--- src/fetch_pkg.sv ---
package fetch_pkg;

    typedef logic [31:0] pc_t;
    typedef logic [31:0] instr_t;

    // byte step between consecutive fetches.
    localparam int INSTR_BYTES = 4;

    localparam pc_t PC_RESET = 32'h1eceb000;

endpackage : fetch_pkg

--- src/mem_pkg.sv ---
package mem_pkg;

    localparam int BEAT_BITS      = 64;
    localparam int BEATS_PER_LINE = 4;
    localparam int LINE_BYTES     = 32;

    typedef logic [31:0]                         mem_addr_t;
    typedef logic [BEAT_BITS-1:0]                beat_t;
    typedef logic [BEATS_PER_LINE*BEAT_BITS-1:0] line_t;    // beat 0 in the low bits.

    // counts beats within one burst.
    typedef logic [$clog2(BEATS_PER_LINE)-1:0] beat_cnt_t;

    // clears the byte offset within a line.
    function automatic mem_addr_t line_align(input mem_addr_t addr);
        line_align = addr & ~mem_addr_t'(LINE_BYTES - 1);
    endfunction

endpackage : mem_pkg
--- src/fetch_top.sv ---
module fetch_top
import mem_pkg::*, fetch_pkg::*;
#(
    parameter int NUM_SETS = 16
)
(
    input   logic       clk,
    input   logic       rst,

    input   logic       redirect,
    input   pc_t        redirect_pc,

    output  logic       instr_valid,
    output  instr_t     instr,
    output  pc_t        instr_pc,
    input   logic       instr_ready,

    output  mem_addr_t  bmem_addr,
    output  logic       bmem_read,
    input   logic       bmem_ready,

    input   mem_addr_t  bmem_raddr,
    input   beat_t      bmem_rdata,
    input   logic       bmem_rvalid
);

    logic       req_valid;
    logic       req_ready;
    pc_t        req_pc;

    logic       fill_req;
    mem_addr_t  fill_addr;
    line_t      fill_line;
    logic       fill_done;

    fetch_pc fetch_pc_inst (
        .clk         (clk),
        .rst         (rst),
        .redirect    (redirect),
        .redirect_pc (redirect_pc),
        .req_ready   (req_ready),
        .req_valid   (req_valid),
        .req_pc      (req_pc)
    );

    icache #(
        .NUM_SETS (NUM_SETS)
    ) icache_inst (
        .clk         (clk),
        .rst         (rst),
        .req_valid   (req_valid),
        .req_pc      (req_pc),
        .req_ready   (req_ready),
        .redirect    (redirect),
        .instr_valid (instr_valid),
        .instr       (instr),
        .instr_pc    (instr_pc),
        .instr_ready (instr_ready),
        .fill_req    (fill_req),
        .fill_addr   (fill_addr),
        .fill_line   (fill_line),
        .fill_done   (fill_done)
    );

    cacheline_adapter cacheline_adapter_inst (
        .clk         (clk),
        .rst         (rst),
        .fill_req    (fill_req),
        .fill_addr   (fill_addr),
        .fill_line   (fill_line),
        .fill_done   (fill_done),
        .bmem_addr   (bmem_addr),
        .bmem_read   (bmem_read),
        .bmem_ready  (bmem_ready),
        .bmem_raddr  (bmem_raddr),
        .bmem_rdata  (bmem_rdata),
        .bmem_rvalid (bmem_rvalid)
    );

endmodule : fetch_top

--- src/cacheline_adapter.sv ---
module cacheline_adapter
import mem_pkg::*;
(
    input   logic       clk,
    input   logic       rst,

    input   logic       fill_req,
    input   mem_addr_t  fill_addr,
    output  line_t      fill_line,
    output  logic       fill_done,

    output  mem_addr_t  bmem_addr,
    output  logic       bmem_read,
    input   logic       bmem_ready,

    input   mem_addr_t  bmem_raddr,
    input   beat_t      bmem_rdata,
    input   logic       bmem_rvalid
);

    typedef enum logic [1:0] {
        AD_IDLE,
        AD_ISSUE,
        AD_COLLECT
    } ad_state_t;

    ad_state_t  state;
    beat_cnt_t  beat_cnt;
    line_t      line_q;
    logic       beat_hit;
    logic       last_beat;

    assign bmem_read = (state == AD_ISSUE);
    assign bmem_addr = line_align(fill_addr);
    assign fill_line = line_q;

    // only beats for our own line count.
    assign beat_hit  = (state == AD_COLLECT) && bmem_rvalid && (bmem_raddr == bmem_addr);
    assign last_beat = (beat_cnt == beat_cnt_t'(BEATS_PER_LINE - 1));

    always_ff @(posedge clk) begin
        if (rst) begin
            state     <= AD_IDLE;
            beat_cnt  <= '0;
            fill_done <= 1'b0;
        end else begin
            fill_done <= 1'b0;
            unique case (state)
                AD_IDLE: begin
                    // cache still holds fill_req during the done pulse.
                    if (fill_req && !fill_done) begin
                        state <= AD_ISSUE;
                    end
                end
                AD_ISSUE: begin
                    if (bmem_ready) begin
                        state    <= AD_COLLECT;
                        beat_cnt <= '0;
                    end
                end
                AD_COLLECT: begin
                    if (beat_hit) begin
                        beat_cnt <= beat_cnt + beat_cnt_t'(1);
                        if (last_beat) begin
                            state     <= AD_IDLE;
                            fill_done <= 1'b1;
                        end
                    end
                end
                default: state <= AD_IDLE;
            endcase
        end
    end

    // shift in from the top so beat 0 ends up lowest.
    always_ff @(posedge clk) begin
        if (beat_hit) begin
            line_q <= {bmem_rdata, line_q[$bits(line_t)-1:$bits(beat_t)]};
        end
    end

endmodule : cacheline_adapter

--- src/icache.sv ---
module icache
import mem_pkg::*, fetch_pkg::*;
#(
    parameter int NUM_SETS = 16
)
(
    input   logic       clk,
    input   logic       rst,

    input   logic       req_valid,
    input   pc_t        req_pc,
    output  logic       req_ready,

    input   logic       redirect,

    output  logic       instr_valid,
    output  instr_t     instr,
    output  pc_t        instr_pc,
    input   logic       instr_ready,

    output  logic       fill_req,
    output  mem_addr_t  fill_addr,
    input   line_t      fill_line,
    input   logic       fill_done
);

    localparam int OFF_BITS  = $clog2(LINE_BYTES);
    localparam int IDX_BITS  = $clog2(NUM_SETS);
    localparam int TAG_BITS  = $bits(pc_t) - OFF_BITS - IDX_BITS;
    localparam int WSEL_LO   = $clog2(INSTR_BYTES);
    localparam int WSEL_BITS = OFF_BITS - WSEL_LO;
    localparam int WORD_BITS = $bits(instr_t);

    typedef enum logic {
        ST_IDLE,
        ST_FILL
    } ic_state_t;

    ic_state_t state;

    line_t                 line_arr [NUM_SETS];
    logic [TAG_BITS-1:0]   tag_arr  [NUM_SETS];
    logic [NUM_SETS-1:0]   valid_arr;

    logic [IDX_BITS-1:0]   req_idx;
    logic [TAG_BITS-1:0]   req_tag;
    logic [WSEL_BITS-1:0]  req_word;
    logic                  hit;
    logic                  accept;
    instr_t                hit_word;

    pc_t                   miss_pc;
    logic                  miss_drop;
    logic [IDX_BITS-1:0]   miss_idx;
    logic [TAG_BITS-1:0]   miss_tag;
    logic [WSEL_BITS-1:0]  miss_word;
    logic                  fill_resp;

    assign req_idx  = req_pc[OFF_BITS +: IDX_BITS];
    assign req_tag  = req_pc[OFF_BITS + IDX_BITS +: TAG_BITS];
    assign req_word = req_pc[WSEL_LO +: WSEL_BITS];

    assign miss_idx  = miss_pc[OFF_BITS +: IDX_BITS];
    assign miss_tag  = miss_pc[OFF_BITS + IDX_BITS +: TAG_BITS];
    assign miss_word = miss_pc[WSEL_LO +: WSEL_BITS];

    assign hit      = valid_arr[req_idx] && (tag_arr[req_idx] == req_tag);
    assign hit_word = line_arr[req_idx][req_word * WORD_BITS +: WORD_BITS];

    // new work only when idle and the output slot frees up.
    assign req_ready = (state == ST_IDLE) && (!instr_valid || instr_ready);
    assign accept    = req_valid && req_ready && !redirect;   // redirect kills the old request.

    // fill answers the core unless a redirect came in meanwhile.
    assign fill_resp = (state == ST_FILL) && fill_done && !miss_drop && !redirect;

    assign fill_req  = (state == ST_FILL);
    assign fill_addr = line_align(mem_addr_t'(miss_pc));

    always_ff @(posedge clk) begin
        if (rst) begin
            state       <= ST_IDLE;
            miss_drop   <= 1'b0;
            instr_valid <= 1'b0;
        end else begin
            unique case (state)
                ST_IDLE: begin
                    if (accept && !hit) begin
                        state     <= ST_FILL;
                        miss_drop <= 1'b0;
                    end
                end
                ST_FILL: begin
                    if (fill_done) begin
                        state <= ST_IDLE;
                    end else if (redirect) begin
                        miss_drop <= 1'b1;      // line still lands in the array.
                    end
                end
                default: state <= ST_IDLE;
            endcase

            if ((accept && hit) || fill_resp) begin
                instr_valid <= 1'b1;
            end else if (redirect || instr_ready) begin
                instr_valid <= 1'b0;
            end
        end
    end

    always_ff @(posedge clk) begin
        if (rst) begin
            valid_arr <= '0;
        end else if ((state == ST_FILL) && fill_done) begin
            valid_arr[miss_idx] <= 1'b1;
        end
    end

    always_ff @(posedge clk) begin
        if ((state == ST_FILL) && fill_done) begin
            line_arr[miss_idx] <= fill_line;
            tag_arr[miss_idx]  <= miss_tag;
        end
    end

    always_ff @(posedge clk) begin
        if (accept && !hit) begin
            miss_pc <= req_pc;
        end
        if (accept && hit) begin
            instr    <= hit_word;
            instr_pc <= req_pc;
        end else if (fill_resp) begin
            instr    <= fill_line[miss_word * WORD_BITS +: WORD_BITS];
            instr_pc <= miss_pc;
        end
    end

endmodule : icache

--- src/fetch_pc.sv ---
module fetch_pc
import fetch_pkg::*;
(
    input   logic   clk,
    input   logic   rst,

    input   logic   redirect,
    input   pc_t    redirect_pc,

    input   logic   req_ready,
    output  logic   req_valid,
    output  pc_t    req_pc
);

    always_ff @(posedge clk) begin
        if (rst) begin
            req_valid <= 1'b0;
            req_pc    <= PC_RESET;
        end else begin
            req_valid <= 1'b1;                          // always asking once out of reset.
            if (redirect) begin
                req_pc <= redirect_pc;                  // redirect beats the step.
            end else if (req_valid && req_ready) begin
                req_pc <= req_pc + pc_t'(INSTR_BYTES);
            end
        end
    end

endmodule : fetch_pc

--- config.mk ---
export PLATFORM = sky130hd
export DESIGN_NAME = fetch_top
export DESIGN_NICKNAME = d
export VERILOG_FILES = /design/src/fetch_pkg.sv /design/src/mem_pkg.sv /design/src/fetch_top.sv /design/src/cacheline_adapter.sv /design/src/icache.sv /design/src/fetch_pc.sv
export SDC_FILE = /design/constraint.sdc
export NUM_CORES = 2
export LEC_CHECK = 0
export ABC_AREA = 1
export BUFFER_PORTS_ARGS = -buffer_cell sky130_fd_sc_hd__clkbuf_2
export CAP_MARGIN = 20
export CORE_MARGIN = 4
export CORE_UTILIZATION = 25
export DETAILED_ROUTE_END_ITERATION = 16
export MAX_ROUTING_LAYER = met4
export SYNTH_ARGS = -nofsm -noshare
export SYNTH_HDL_FRONTEND = slang
export SYNTH_MEMORY_MAX_BITS = 65536
export SYNTH_SLANG_ARGS = --single-unit
--- constraint.sdc ---
create_clock -name clk -period 32 [get_ports clk]
set_input_delay 3.2 -clock clk [delete_from_list [all_inputs] [get_ports clk]]
set_output_delay 3.2 -clock clk [all_outputs]
set_load 0.01 [all_outputs]
Word level (Yosys, flattened, before mapping). Memory sizes are Yosys's and may differ from the RTL's. A register that Yosys moved wholly into a read port is not among the register bits. Cells that the tools add are included.

Word-level logic and storage cells: 103. Memories kept: 2. Flip-flop bits (word level): 409. Bits in writable memories: 4464. Output and inout bits: 98. Bits of input ports: 134.

Memory list: icache_inst.line_arr (words 16, bits a word 256, read ports 1, clocked after Yosys merged registers in 1, write ports 1, RTL line icache.sv:41) `line_t line_arr [NUM_SETS];`; icache_inst.tag_arr (words 16, bits a word 23, read ports 1, clocked after Yosys merged registers in 1, write ports 1, RTL line icache.sv:42) `logic [TAG_BITS-1:0] tag_arr [NUM_SETS];`.

Shift operators: 2. $lt $le $gt $ge: 3. Muxes and demuxes: 35. Eq/ne operators: 12. Bitwise operators: 4. Reduce and logical (&&, ||, !) cells: 30. Add/subtract/negate cells: 2.

Operators with widths (count): $shiftx 256x9->32 (2); $mux 32 (6); $add 32x3->32 const B (1); $eq 32x32->1 (1); $eq 23x23->1 (1); $mux 4 (4); $or 16x16->16 (1); $logic_and 1x1->1 (13); $mux 1 (13); $mux 2 (6); $lt 4x5->1 const B (2); $ne 2x1->1 const B (4); $reduce_bool 2->1 (4); $ne 2x2->1 const B (3); $pmux 2 s3 (1); $reduce_and 3->1 (2); $logic_not 1->1 (5); $bmux 1 s4 (1); $demux 1 s4 (1); $eq 2x2->1 const B (2); $ge 4x1->1 const B (1); $pmux 1 s2 (2); $pmux 2 s2 (1); $reduce_and 4->1 (1); 6 further kinds (10).

Longest topological paths before layout.
Depth in word-level cells: 8. Depth in mapped cells: 21. Gate-level depth less buffers: 16.

Cells and area by module. A second synthesis with hierarchy kept.

Cells, all modules: 15238. Area total of the unflattened synthesis: 193150.2 um^2.

By module, submodules not included: icache (area each 182178.5 um^2, sequential area each 137311.7 um^2, times used 1, cells each 14413); cacheline_adapter (area each 8780.9 um^2, sequential area each 7787.5 um^2, times used 1, cells each 470); fetch_pc (area each 2190.9 um^2, sequential area each 660.6 um^2, times used 1, cells each 355).

Worst setup path before layout. No wires, ideal clock.

Path kind: input-to-reg. From: in bmem_raddr[12]. To: reg cacheline_adapter_inst.line_q[0], in the netlist cacheline_adapter_inst.fill_line[0] (enable). Setup time: 1503 ps. Path buffers: 0. Data required time: 30497 ps. Cell stages on the path: 6. Slack: 2342 ps. Arrival: 28155 ps. Cell sequence: inv_1 > or2_2 > nand2_1 > nor3_1 > nand3_1 > nor4_1.

Word-level cells in the longest chain between the ends: 2.

Ends and longest elaborated chain: start: declaration (RTL line fetch_top.sv:22) `input mem_addr_t bmem_raddr,`; $eq 32x32->1 (RTL line cacheline_adapter.sv:38) `assign beat_hit = (state == AD_COLLECT) && bmem_rvalid && (bmem_raddr == bmem_addr);`; $logic_and 1x1->1 (RTL line cacheline_adapter.sv:38); net cacheline_adapter_inst.beat_hit (RTL line cacheline_adapter.sv:30) `logic beat_hit;`; end signal: assignment (RTL line cacheline_adapter.sv:78) `line_q <= {bmem_rdata, line_q[$bits(line_t)-1:$bits(beat_t)]};`; end: declaration (RTL line cacheline_adapter.sv:29) `line_t line_q;`.

The timed path passes the listed nets, and every way through them passes these cells. A chain may end at the register's enable or synchronous reset.

==> qor.yml <==
place:
  routabilityCongestion: 0.846
  place_hpwl_um: 293000
  placedInstanceArea_um2: 205000
  dpl_worst_slack_ns: 24.17
  port_buffers: 226
  placed_cells: 24571
sta:
  fmax_mhz: 127
  hold_viol_final: 0
  relSlewSlack_pct: 21.9
  final.period_utilization_pct: 24.6
  final.min_clock_period_ns: 7.89
  setup-violations-final: 0
  worst_pin_slew_ns: 1.17
  drv_slew: 0
  fin_skew_ns: 0.152
  rsz0062_at_grt: "no"
  setup_ws_ns: 24.11
  setup_tns_ns: 0
clocking:
  clock-root-buffer: "clkbuf_16"
  htree_levels: 5
  cts_resized: 0
  post_cts_buffers: 0
  numCtsBuffers: 468
  clkLatencyLatePin_ns: 1.10
  cts_tree: "done"
  clk_pin_slew_ns: 0.07
  holdBufCountCts: 0
  clk_path_buf_depth: 4
  cts_sinks: 4877
worst_setup_path:
  r2r_end: "icache_inst.instr[11]$_DFFE_PP_"
  cp-start-kind: "register"
  cp-end-kind: "register"
  reg2reg_slack_ns: 24.11
  critPathMostFrequentCell: "buf_4"
  cp.arrival_ns: 8.83
  worst-path-max-fanout: 221
  r2r.worst_path.cells: 17
  slowest_stage: "buf_4"
  worstPathRequired_ns: 32.94
  path_cells: "buf_4 > buf_12 > buf_4 > buf_4 > buf_4 > buf_4 > buf_4 > o21ai_0 > o22ai_1 > nand2_1 > nand2_1 > nand2_1 > nand3_1 > nand2_1 > nor2_1 > o22ai_1 > o21ai_1"
  cpPeakStageDelay_ns: 0.89
  path_class: "register to register"
layout:
  nNetsFinal: 14977
  layoutNonFillerInstCount: 25458
  drive_gt1_share_pct: 7.80
  finish.instance_area_um2: 219000
  syn_to_final_growth_pct: 13.6
logic_synthesis:
  synth_area_leader_cell: "edfxtp_1"
  synth_edf_count: 4816
  synth_flop_cell: "edfxtp_1"
  synth_seq_area_share_pct: 75.5
  yosys_warnings: 0
  netlist_area_um2: 193000
  avgSynthCellArea_um2: 12.9
  ys_seq_elements: 4877
  synthTopCellsByArea: "edfxtp_1 (75%), o21ai_0 (5.3%), nor2_1 (4.8%), nand2_1 (3.8%), o22ai_1 (2.1%)"
  yosys.area.top_type_share_pct: 74.8
  netlist_instances: 14931
  synth-async-reset-ratio_pct: 0
  synth.distinct_cells: 43
floorplan:
  die_area_um2: 787000
  die_x_um: 887
  initial_core_util_pct: 25.1
  rows: 322
  die_y_um: 887
  io_pins: 232
  core_area_um2: 770000
worst_hold_path:
  holdPathStages: 0
  holdCritStartpoint: "fetch_pc_inst.req_pc[0]$_SDFFE_PP0P_"
  min_path_type: "register to register"
  whs_endpoint: "icache_inst.miss_pc[0]$_DFFE_PP_"
detailed_routing:
  drt_iter0_drc: 15445
  drc: 0
  drtPass1Iterations: 6
  wl_per_cell_um: 23.0
  routed_wl_um: 585000
  vias_per_cell: 4.94
  vias: 125852
  ant_nets: 0
status:
  status: "completed"
global_route:
  grtUsageTotal_pct: 14.5
  grt_pass1_wl_um: 843000
  grt_overflow_total: 0
  grt_max_degree: 222
  antenna_found_initial: 42
  grt_pass1_vias: 117709
power_and_ir_drop:
  power_density_nw_per_um2: 59.5
  power_uw: 13100
  leakagePower_uw: 0.0704
  ir_drop_v: 0.0000619
flow_run:
  drv_cap: 0
[final cells by class]
type,instances,area (µm²)
fill,77541,550000
sequential,4877,146000
multi-input combinational,8818,41800
tap,10206,12800
clock buffer,586,12200
timing repair buffer,509,3570
clock inverter,278,2540
inverter,164,682
antenna,20,50.0
[power by group]
group / leakage [µW] / switching, µW / total [µW] / internal (µW)
Combinational: 0.0194 / 514 / 710 / 196
Sequential: 0.0438 / 23.0 / 6950 / 6920
Clock: 0.00715 / 2430 / 5400 / 2970
Total: 0.0704 / 2970 / 13100 / 10100
[flip-flops by register name, indices dropped and copies added (netlist names), 2 cells and up, named ones only]
signal,flops
icache_inst.line_arr,4096
icache_inst.tag_arr,368
cacheline_adapter_inst.fill_line,256
fetch_pc_inst.req_pc,32
icache_inst.instr,32
icache_inst.instr_pc,32
icache_inst.miss_pc,32
icache_inst.valid_arr,16
cacheline_adapter_inst.beat_cnt,2
cacheline_adapter_inst.state,2
[cells in the final DEF (no fill, tap or decap), types with 54 or more instances in the layout]
cell type / Yosys / final
clkinv_1: 5 / 127
clkinv_2: 0 / 77
edfxtp_1: 4816 / 4816
inv_1: 155 / 150
nand3_1: 598 / 598
o22ai_1: 653 / 653
o211ai_1: 215 / 215
nor2_1: 2470 / 2452
buf_4: 96 / 260
a21oi_1: 96 / 96
o21ai_0: 2053 / 2053
clkbuf_16: 0 / 470
nand2_1: 1960 / 1959
dfxtp_1: 61 / 54
clkbuf_1: 467 / 115
clkbuf_2: 5 / 226
o221ai_1: 327 / 327
o21ai_1: 233 / 233
[routing by layer]
layer  vias to the layer above  global-route usage [%]  share of wire [%]
met5                         -                       -                  0
met1                     63974                    20.3                 42
met4                         0                    3.32                2.4
li1                      54861                       -                  -
met3                       970                    2.02                9.2
met2                      6047                    22.5                 46
[synthesized netlist by cell type, types with 2 or more instances]
library cell	number
o21a_1	16
inv_2	3
xor2_1	28
edfxtp_1	4816
nand4_1	14
or2_0	4
clkbuf_1	467
buf_6	29
nor4_1	9
nor2_2	3
buf_4	96
a31oi_1	19
nand2_1	1960
buf_2	413
dfxtp_1	61
nand3_1	598
inv_1	155
nor2_1	2470
and2_1	2
o21ai_0	2053
o221ai_1	327
xnor2_1	8
o21bai_1	4
or2_2	12
nor3_1	46
a21oi_1	96
clkinv_1	5
a32o_1	31
clkbuf_2	5
o22ai_1	653
o21ai_1	233
ha_1	5
o211ai_1	215
buf_1	66
[how the worst max path moves through the flow]
stage	slack, ns	cells after the start	endpoint	from
global placement	24.26	17	icache_inst.instr[8]$_DFFE_PP_	register
detailed placement	24.17	17	icache_inst.instr[11]$_DFFE_PP_	register
finish	24.11	17	icache_inst.instr[11]$_DFFE_PP_	register
CTS	24.30	17	icache_inst.instr[11]$_DFFE_PP_	register
global route	23.65	17	icache_inst.instr[8]$_DFFE_PP_	register
floorplan	2.34	6	cacheline_adapter_inst.fill_line[0]$_DFFE_PP_	bmem_raddr[12]
[kinds of logic (layout without fill, tap and decap cells)]
group                      count (synthesis)  in the layout  share of synthesized area, %
DFF                                     4877           4877                          75.5
adders and majority gates                  5              5                        0.0324
xor gates and xnor gates                  36             36                         0.163
buffers and inverters                   1240           1537                          2.98
other                                      1             25                       0.00194
AOI/OAI and AO/OA                       3650           3650                          10.9
and+or+nand+nor                         5122           5122                          10.4
[through the flow]
stage / hold slack, ns / utilization (%)
after floorplan: 0.403 / -
after global placement: 0.415 / 26.6
after detailed placement: 0.425 / 26.6
after CTS: 0.436 / 28.5
after global routing: 0.458 / 28.5
final: 0.432 / 28.5
[worst max-delay path: cells and delay by family, from the launching register on]
family | cells | cell delay, ns
simple gates | 6 | 0.62
flops | 1 | 0.78
buf+inv | 7 | 5.31
compound gates | 4 | 0.65
(Power assumes the default switching activity.)
